## config.mk

```make
export PLATFORM = sky130hd
export DESIGN_NAME = mandel_core
export DESIGN_NICKNAME = d
export VERILOG_FILES = /design/src/design/mandel_fix_pkg.sv /design/src/design/mandel_frame_pkg.sv /design/src/design/mandel_core.sv /design/src/design/mandel_cal_cluster.sv /design/src/design/mandel_iter_unit.sv /design/src/design/mandel_pixel_scan.sv
export SDC_FILE = /design/constraint.sdc
export NUM_CORES = 2
export LEC_CHECK = 0
export BUFFER_PORTS_ARGS = -buffer_cell sky130_fd_sc_hd__buf_4
export CAP_MARGIN = 25
export CORE_MARGIN = 4
export CORE_UTILIZATION = 35
export DETAILED_ROUTE_END_ITERATION = 7
export HOLD_SLACK_MARGIN = 0.02
export SYNTH_ARGS = -nofsm -noshare
export SYNTH_HDL_FRONTEND = slang
export SYNTH_HIERARCHICAL = 1
export SYNTH_SLANG_ARGS = --single-unit
```

## constraint.sdc

```tcl
create_clock -name clk -period 11.8 [get_ports clk]
set_clock_uncertainty 0.1 [all_clocks]
set_input_delay 2.36 -clock clk [delete_from_list [all_inputs] [get_ports clk]]
set_output_delay 2.36 -clock clk [all_outputs]
set_load 0.05 [all_outputs]
```

## src/design/mandel_fix_pkg.sv

```systemverilog
// Mandelbrot fixed-point package with the Q4.12 number format, iteration cap and escape bound.
package mandel_fix_pkg;

    localparam int fix_w  = 16;                // total width of a coordinate or z value.
    localparam int frac_w = 12;                // fraction bits, leaving 4 integer bits.

    // signed Q4.12 value, used for cr, ci, zr and zi.
    typedef logic signed [fix_w-1:0] fix_t;

    // signed product of two fix_t values, wide enough for every square in range.
    typedef logic signed [2*fix_w-1:0] wide_t;

    localparam int max_iter = 255;             // a pixel that survives this long is inside.

    // escape count, sized so that max_iter itself still fits.
    typedef logic [$clog2(max_iter+1)-1:0] iter_t;

    // |z|^2 is compared against 4.0 without a square root.
    localparam wide_t threshold = wide_t'(4 << frac_w);

endpackage
```

## src/design/mandel_frame_pkg.sv

```systemverilog
// Mandelbrot frame package with geometry, coordinate steps and the job, result and VRAM structs.
package mandel_frame_pkg;

    localparam int h_display = 16;             // columns per frame.
    localparam int v_display = 12;             // rows per frame.

    typedef logic [$clog2(h_display)-1:0] xcnt_t;  // column index.
    typedef logic [$clog2(v_display)-1:0] ycnt_t;  // row index.

    // top-left corner of the view, -2.0 on the real axis and -1.0 on the imaginary axis.
    localparam mandel_fix_pkg::fix_t start_x =
        mandel_fix_pkg::fix_t'(-2 * (1 << mandel_fix_pkg::frac_w));
    localparam mandel_fix_pkg::fix_t start_y =
        mandel_fix_pkg::fix_t'(-1 * (1 << mandel_fix_pkg::frac_w));

    // per-pixel steps; the view spans 3.0 by 2.0 and the division truncates.
    localparam mandel_fix_pkg::fix_t delta_x =
        mandel_fix_pkg::fix_t'((3 << mandel_fix_pkg::frac_w) / h_display);
    localparam mandel_fix_pkg::fix_t delta_y =
        mandel_fix_pkg::fix_t'((2 << mandel_fix_pkg::frac_w) / v_display);

    localparam int vram_aw = 19;               // VRAM word address width.
    localparam int vram_dw = 16;               // VRAM data width.

    typedef struct packed {
        xcnt_t                column;          // pixel column, carried to the result.
        ycnt_t                row;             // pixel row, carried to the result.
        mandel_fix_pkg::fix_t cr;              // real part of c.
        mandel_fix_pkg::fix_t ci;              // imaginary part of c.
    } pixel_job_t;

    typedef struct packed {
        xcnt_t                 column;         // pixel column.
        ycnt_t                 row;            // pixel row.
        mandel_fix_pkg::iter_t count;          // escape count.
    } pixel_result_t;

    typedef struct packed {
        logic               write;             // request, taken when waitrequest is low.
        logic [vram_aw-1:0] address;           // raster index of the pixel.
        logic [vram_dw-1:0] writedata;         // zero-extended escape count.
    } vram_wr_t;

endpackage

```

## src/design/mandel_core.sv

```systemverilog
// Mandelbrot core that turns escape counts into VRAM writes and tracks frame completion.
module mandel_core (
    input  logic                       clk,
    input  logic                       arst_n,
    input  logic                       start,
    output mandel_frame_pkg::vram_wr_t vram,
    input  logic                       waitrequest,
    output logic                       busy,
    output logic                       frame_done
);

    mandel_frame_pkg::pixel_result_t res;        // result offered by the cluster.
    logic                            res_valid;  // cluster has a result.
    logic                            res_ready;  // the write register can take it.
    logic                            cal_done;   // cluster saw the last result leave.
    logic                            frame_start;// start that is acted on.
    logic                            accept;     // the bus takes the held write.
    logic                            wr_q;       // write request held on the bus.
    logic [mandel_frame_pkg::vram_aw-1:0] addr_q;  // address of the held write.
    logic [mandel_frame_pkg::vram_dw-1:0] data_q;  // data of the held write.
    logic [$clog2(mandel_frame_pkg::h_display * mandel_frame_pkg::v_display)-1:0] wr_cnt_q;

    assign frame_start = start & ~busy;          // a start during a frame is ignored.
    assign accept      = wr_q & ~waitrequest;
    assign res_ready   = ~wr_q | accept;         // free now or freed at this edge.

    mandel_cal_cluster u_cluster (
        .clk       (clk),
        .arst_n    (arst_n),
        .start     (frame_start),
        .res       (res),
        .res_valid (res_valid),
        .res_ready (res_ready),
        .cal_done  (cal_done)
    );

    // write request, frame bookkeeping and the done pulse.
    always_ff @(posedge clk or negedge arst_n) begin
        if (!arst_n) begin
            wr_q       <= 1'b0;
            busy       <= 1'b0;
            frame_done <= 1'b0;
            wr_cnt_q   <= '0;
        end else begin
            frame_done <= 1'b0;
            if (frame_start) begin
                busy <= 1'b1;
            end
            if (res_valid && res_ready) begin
                wr_q <= 1'b1;                    // next write follows right behind.
            end else if (accept) begin
                wr_q <= 1'b0;
            end
            if (accept) begin
                if (wr_cnt_q == $bits(wr_cnt_q)'(mandel_frame_pkg::h_display *
                                                 mandel_frame_pkg::v_display - 1)) begin
                    wr_cnt_q   <= '0;
                    busy       <= 1'b0;          // falls together with the done pulse.
                    frame_done <= 1'b1;
                end else begin
                    wr_cnt_q <= wr_cnt_q + 1'b1;
                end
            end
        end
    end

    // address and data only change when a new result is taken, so they hold under wait.
    always_ff @(posedge clk) begin
        if (res_valid && res_ready) begin
            addr_q <= mandel_frame_pkg::vram_aw'(res.column) +
                      mandel_frame_pkg::vram_aw'(res.row) *
                      mandel_frame_pkg::vram_aw'(mandel_frame_pkg::h_display);
            data_q <= mandel_frame_pkg::vram_dw'(res.count);
        end
    end

    assign vram = '{write: wr_q, address: addr_q, writedata: data_q};

endmodule

```

## src/design/mandel_cal_cluster.sv

```systemverilog
// Mandelbrot calculation cluster that spreads pixel jobs over two iteration units in order.
module mandel_cal_cluster (
    input  logic                            clk,
    input  logic                            arst_n,
    input  logic                            start,
    output mandel_frame_pkg::pixel_result_t res,
    output logic                            res_valid,
    input  logic                            res_ready,
    output logic                            cal_done
);

    mandel_frame_pkg::pixel_job_t    job;               // job offered by the scanner.
    logic                            job_valid;         // scanner has a job.
    logic                            job_ready;         // the addressed unit can take it.
    logic                            scan_done;         // every job has left the scanner.
    logic                            disp_ptr;          // unit that receives the next job.
    logic                            ret_ptr;           // unit whose result is due next.
    logic                            job_xfer;          // a job moves at this edge.
    logic                            res_xfer;          // a result moves at this edge.
    logic                            last_pixel;        // presented result is the bottom-right one.
    logic [1:0]                      unit_job_valid;    // job_valid steered per unit.
    logic [1:0]                      unit_job_ready;    // job_ready of each unit.
    logic [1:0]                      unit_res_valid;    // res_valid of each unit.
    logic [1:0]                      unit_res_ready;    // res_ready steered per unit.
    mandel_frame_pkg::pixel_result_t unit_res [2];      // result of each unit.

    mandel_pixel_scan u_scan (
        .clk       (clk),
        .arst_n    (arst_n),
        .start     (start),
        .job       (job),
        .job_valid (job_valid),
        .job_ready (job_ready),
        .scan_done (scan_done)
    );

    for (genvar k = 0; k < 2; k++) begin : g_unit
        // valid reaches only the unit the pointer names, so it never waits on ready.
        assign unit_job_valid[k] = job_valid & (disp_ptr == 1'(k));
        assign unit_res_ready[k] = res_ready & (ret_ptr == 1'(k));

        mandel_iter_unit u_iter (
            .clk       (clk),
            .arst_n    (arst_n),
            .job       (job),
            .job_valid (unit_job_valid[k]),
            .job_ready (unit_job_ready[k]),
            .result    (unit_res[k]),
            .res_valid (unit_res_valid[k]),
            .res_ready (unit_res_ready[k])
        );
    end

    assign job_ready = unit_job_ready[disp_ptr];
    assign res       = unit_res[ret_ptr];
    assign res_valid = unit_res_valid[ret_ptr];
    assign job_xfer  = job_valid & job_ready;
    assign res_xfer  = res_valid & res_ready;

    assign last_pixel =
        (res.column == mandel_frame_pkg::xcnt_t'(mandel_frame_pkg::h_display - 1)) &&
        (res.row == mandel_frame_pkg::ycnt_t'(mandel_frame_pkg::v_display - 1));

    // both pointers alternate; with an even pixel count they meet at zero again per frame.
    always_ff @(posedge clk or negedge arst_n) begin
        if (!arst_n) begin
            disp_ptr <= 1'b0;
            ret_ptr  <= 1'b0;
            cal_done <= 1'b0;
        end else begin
            if (job_xfer) begin
                disp_ptr <= ~disp_ptr;
            end
            if (res_xfer) begin
                ret_ptr <= ~ret_ptr;           // results retire in the order jobs left.
            end
            // the bottom-right result only counts once the scanner has finished.
            cal_done <= res_xfer & last_pixel & scan_done;
        end
    end

endmodule

```

## src/design/mandel_iter_unit.sv

```systemverilog
// Mandelbrot iteration unit that runs the escape-time loop for one pixel, one step per clock.
module mandel_iter_unit (
    input  logic                            clk,
    input  logic                            arst_n,
    input  mandel_frame_pkg::pixel_job_t    job,
    input  logic                            job_valid,
    output logic                            job_ready,
    output mandel_frame_pkg::pixel_result_t result,
    output logic                            res_valid,
    input  logic                            res_ready
);

    typedef enum logic [1:0] {
        st_idle,                               // waiting for a job.
        st_run,                                // one iteration per clock.
        st_hold                                // result offered until taken.
    } state_t;

    state_t                       state_q;     // current FSM state.
    mandel_frame_pkg::pixel_job_t job_q;       // job being worked on.
    mandel_fix_pkg::fix_t         zr_q;        // real part of z.
    mandel_fix_pkg::fix_t         zi_q;        // imaginary part of z.
    mandel_fix_pkg::iter_t        count_q;     // iterations done so far.
    mandel_fix_pkg::wide_t        zr_sq;       // zr squared.
    mandel_fix_pkg::wide_t        zi_sq;       // zi squared.
    mandel_fix_pkg::wide_t        zr_zi;       // zr times zi.
    mandel_fix_pkg::wide_t        mag;         // |z|^2 back in Q4.12 scale.
    mandel_fix_pkg::wide_t        zr_next;     // next zr before truncation.
    mandel_fix_pkg::wide_t        zi_next;     // next zi before truncation.
    logic                         stop;        // escaped or hit the cap.

    // the three multipliers and the update terms of one iteration.
    always_comb begin
        zr_sq   = mandel_fix_pkg::wide_t'(zr_q) * mandel_fix_pkg::wide_t'(zr_q);
        zi_sq   = mandel_fix_pkg::wide_t'(zi_q) * mandel_fix_pkg::wide_t'(zi_q);
        zr_zi   = mandel_fix_pkg::wide_t'(zr_q) * mandel_fix_pkg::wide_t'(zi_q);
        mag     = (zr_sq + zi_sq) >>> mandel_fix_pkg::frac_w;
        stop    = (mag >= mandel_fix_pkg::threshold) ||
                  (count_q == mandel_fix_pkg::iter_t'(mandel_fix_pkg::max_iter));
        zr_next = ((zr_sq - zi_sq) >>> mandel_fix_pkg::frac_w) +
                  mandel_fix_pkg::wide_t'(job_q.cr);
        zi_next = ((zr_zi <<< 1) >>> mandel_fix_pkg::frac_w) +
                  mandel_fix_pkg::wide_t'(job_q.ci);
    end

    always_ff @(posedge clk or negedge arst_n) begin
        if (!arst_n) begin
            state_q <= st_idle;
            zr_q    <= '0;
            zi_q    <= '0;
            count_q <= '0;
        end else begin
            case (state_q)
                st_idle: begin
                    if (job_valid) begin
                        state_q <= st_run;     // load cycle, z starts at zero.
                        zr_q    <= '0;
                        zi_q    <= '0;
                        count_q <= '0;
                    end
                end
                st_run: begin
                    if (stop) begin
                        state_q <= st_hold;    // count_q now holds the final count.
                    end else begin
                        zr_q    <= mandel_fix_pkg::fix_t'(zr_next);
                        zi_q    <= mandel_fix_pkg::fix_t'(zi_next);
                        count_q <= count_q + 1'b1;
                    end
                end
                st_hold: begin
                    if (res_ready) begin
                        state_q <= st_idle;
                    end
                end
                default: state_q <= st_idle;
            endcase
        end
    end

    // the job payload is captured with the handshake and kept for the whole run.
    always_ff @(posedge clk) begin
        if (job_ready && job_valid) begin
            job_q <= job;
        end
    end

    assign job_ready = (state_q == st_idle);
    assign res_valid = (state_q == st_hold);
    assign result    = '{column: job_q.column, row: job_q.row, count: count_q};

endmodule

```

## src/design/mandel_pixel_scan.sv

```systemverilog
// Mandelbrot pixel scanner that walks the frame in raster order and offers one job per pixel.
module mandel_pixel_scan (
    input  logic                         clk,
    input  logic                         arst_n,
    input  logic                         start,
    output mandel_frame_pkg::pixel_job_t job,
    output logic                         job_valid,
    input  logic                         job_ready,
    output logic                         scan_done
);

    logic                          xfer;       // a job moves to the cluster at this edge.
    logic                          last_col;   // current job sits in the right-most column.
    logic                          last_row;   // current job sits in the bottom row.
    mandel_frame_pkg::xcnt_t       col_q;      // column of the offered job.
    mandel_frame_pkg::ycnt_t       row_q;      // row of the offered job.
    mandel_fix_pkg::fix_t          cr_q;       // running real coordinate.
    mandel_fix_pkg::fix_t          ci_q;       // running imaginary coordinate.

    assign xfer     = job_valid & job_ready;
    assign last_col = (col_q == mandel_frame_pkg::xcnt_t'(mandel_frame_pkg::h_display - 1));
    assign last_row = (row_q == mandel_frame_pkg::ycnt_t'(mandel_frame_pkg::v_display - 1));

    // counters and the valid flag; a start rewinds the scan to the top-left pixel.
    always_ff @(posedge clk or negedge arst_n) begin
        if (!arst_n) begin
            job_valid <= 1'b0;
            scan_done <= 1'b0;
            col_q     <= '0;
            row_q     <= '0;
        end else if (start) begin
            job_valid <= 1'b1;                 // first job is offered in the next cycle.
            scan_done <= 1'b0;
            col_q     <= '0;
            row_q     <= '0;
        end else if (xfer) begin
            if (last_col) begin
                col_q <= '0;                   // wrap to the start of the next row.
                if (last_row) begin
                    job_valid <= 1'b0;         // the final pixel has been handed over.
                    scan_done <= 1'b1;         // stays up until the next start.
                    row_q     <= '0;
                end else begin
                    row_q <= row_q + 1'b1;
                end
            end else begin
                col_q <= col_q + 1'b1;
            end
        end
    end

    // coordinates follow the counters by adding the steps, so no multiplier is needed.
    always_ff @(posedge clk) begin
        if (start) begin
            cr_q <= mandel_frame_pkg::start_x;
            ci_q <= mandel_frame_pkg::start_y;
        end else if (xfer) begin
            if (last_col) begin
                cr_q <= mandel_frame_pkg::start_x;           // back to the left edge.
                ci_q <= ci_q + mandel_frame_pkg::delta_y;    // one row further down.
            end else begin
                cr_q <= cr_q + mandel_frame_pkg::delta_x;    // wraps in 16 bits.
            end
        end
    end

    assign job = '{column: col_q, row: row_q, cr: cr_q, ci: ci_q};

endmodule

```

==> flow_metrics.py <==
metrics = {
    "outcome": {
        "status": "finished clean",
    },
    "sta": {
        "worstMarginPinSlew_ns": 1.08,
        "min_period_over_period_pct": 91.8,
        "max_freq_mhz": 92.3,
        "rsz0062_at_grt": "no",
        "fin_crit_ns": 10.83,
        "fin_tns_setup_ns": 0,
        "slew_headroom_pct": 27.7,
        "final-setup-viol-count": 0,
        "hold_viol_final": 0,
        "finalMaxSlewViolations": 0,
    },
    "synthesis": {
        "synth.avg_cell_area_um2": 9.09,
        "synthCells": 7332,
        "synth_area_um2": 66700,
        "ys_warn_count": 6,
    },
    "clock_tree": {
        "clock_latency_ns": 0.60,
        "clock_sinks": 225,
        "postCtsHoldBufs": 0,
        "cts_made_buffers": 28,
        "path_clk_slew_ns": 0.07,
        "cts_tree": "done",
        "clockBufferDepth": 3,
        "cts-resized-gates": 0,
        "cts_root_buffer": "clkbuf_16",
        "htreeDepth": 1,
        "cts_setup_buffers": 0,
    },
    "worst_setup_path": {
        "r2r_start": "u_cluster/g_unit[1].u_iter/zi_q[2]",
        "arrival_ns": 11.19,
        "cp.required_ns": 12.16,
        "cp_max_fo": 64,
        "slowest_delay_ns": 0.82,
        "crit_path_top_delay_cell": "dfrtp_1",
        "r2r_setup_slack_ns": 0.97,
        "crit_path_start_kind": "flop",
        "cp-startpoint": "u_cluster/g_unit[1].u_iter/zi_q[2]",
        "end_kind": "flop",
        "worstSetupEndpoint": "u_cluster/g_unit[1].u_iter/zr_q[4]",
        "r2r_end": "u_cluster/g_unit[1].u_iter/zr_q[4]",
        "criticalPathCategory": "reg2reg",
        "crit_top_cell": "fa_1",
        "reg2regPathDepth": 36,
    },
    "min_path": {
        "min_path_type": "reg2reg",
    },
    "floorplan": {
        "pin_count": 42,
        "num_rows": 159,
        "start_util_pct": 35.4,
        "die_x_um": 444,
        "fp.dieH_um": 444,
        "core_area_um2": 189000,
        "die_area_um2": 198000,
    },
    "grt": {
        "track_usage_pct": 17.5,
        "grt_max_degree": 65,
        "grt_pass1_wl_um": 275000,
        "gr-total-overflow": 0,
        "antenna_found_initial": 1,
        "grt_pass1_vias": 50700,
    },
    "finish": {
        "area_growth_pct": 5.67,
        "drive_gt1_share_pct": 3.48,
        "fin_nets": 9271,
    },
    "run": {
        "cap_violations": 0,
    },
    "route": {
        "drt_iter0_drc": 2572,
        "drtAntennaViolNets": 0,
        "num_vias": 47000,
        "drc_errors": 0,
        "drt-pass1-iter-count": 6,
        "routed_wl_um": 169000,
        "routed_via_density": 4.83,
        "avgRoutedWirePerCell_um": 17.3,
    },
    "placement": {
        "dp_hpwl_um": 139000,
        "port_buffers": 22,
        "place_congestion": 0.903,
    },
}
-- placed cells by master (no fill, tap or decap), types with 24 or more instances in the layout --
cell	count
a21o_1	72
a21oi_1	204
and2_1	297
and3_1	24
buf_4	124
clkbuf_16	29
conb_1	28
dfrtp_1	105
edfxtp_1	96
fa_1	1388
ha_1	667
inv_1	1933
nand2_1	701
nand2b_1	62
nand3_1	122
nor2_1	325
nor2b_1	52
nor3_1	71
o21a_1	48
o21ai_0	149
o21bai_1	34
o31ai_1	26
or3_1	24
xnor2_1	244
xor2_1	80
-- area by class of cell --
cell class,count,area [um2]
Clock inverter,14,153
Timing Repair Buffer,127,977
Clock buffer,38,779
Antenna cell,1,2.50
Sequential cell,225,6000
Tap cell,2495,3120
Multi-Input combinational cell,4882,52100
Fill cell,19100,118000
Inverter,1948,7310
-- flip-flops by register name, summed over array words and instances, names as in the netlist --
register / flops
wr_q: 1
u_cluster/g_unit.u_iter/state_q: 4
u_cluster/g_unit.u_iter/result: 16
data_q: 8
u_cluster/u_scan/col_q: 4
u_cluster/u_scan/cr_q: 8
u_cluster/g_unit.u_iter/job_q: 64
frame_done: 1
u_cluster/u_scan/ci_q: 15
u_cluster/disp_ptr: 1
u_cluster/ret_ptr: 1
u_cluster/g_unit.u_iter/count_q: 16
busy: 1
u_cluster/u_scan/job_valid: 1
u_cluster/g_unit.u_iter/zr_q: 32
u_cluster/u_scan/row_q: 4
addr_q: 8
u_cluster/g_unit.u_iter/zi_q: 32
wr_cnt_q: 8
-- worst max-delay path: cells and delay by family, from the launching register on --
kind | cells | cell delay [ns]
adder cells (fa/ha/maj) | 8 | 3.49
AO/OA/AOI/OAI | 10 | 2.50
buffers and inverters | 5 | 1.47
AND/OR/NAND/NOR | 8 | 1.40
XOR/XNOR | 5 | 0.88
flip-flops | 1 | 0.82
-- worst min-delay path by stage --
stage | from | end | cells past startpoint
2_1_floorplan | u_cluster/u_scan/ci_q[5] | u_cluster/g_unit[0].u_iter/job_q[5] | 0
3_3_place_gp | wr_cnt_q[1] | wr_cnt_q[1] | 2
3_5_place_dp | wr_cnt_q[1] | wr_cnt_q[1] | 2
4_1_cts | wr_cnt_q[1] | wr_cnt_q[1] | 2
5_1_grt | u_cluster/u_scan/ci_q[15] | u_cluster/g_unit[0].u_iter/job_q[15] | 0
6_report | wr_cnt_q[1] | wr_cnt_q[1] | 2
-- metal layers --
metal / share of wire, % / GRT usage (%) / wire length [um] / vias up
met3: 5.1 / 2.02 / 8560 / 249
li1: - / - / - / 21600
met2: 49 / 30.2 / 82600 / 1070
met1: 42 / 22.8 / 71000 / 24000
met5: 0 / 0 / 0 / -
met4: 3.9 / 5.62 / 6530 / 0
-- per-stage QoR --
step / utilization (%) / hold WS [ns] / setup slack (ns) / instance area, um2 / instances
detailed placement: 36.8 / 0.401 / 1.01 / 69500 / 9675
global route: 37.4 / 0.430 / 0.222 / 70500 / 9730
global placement: 36.8 / 0.391 / 1.13 / 69500 / 9674
floorplan: - / 0.320 / 2.40 / 66800 / 7358
finish: 37.4 / 0.415 / 0.971 / 70500 / 9730
CTS: 37.3 / 0.416 / 0.979 / 70400 / 9727
Power is left out: the tool's default activity adds up to more than one toggle a clock period on the data nets, which glitch-free logic cannot reach.
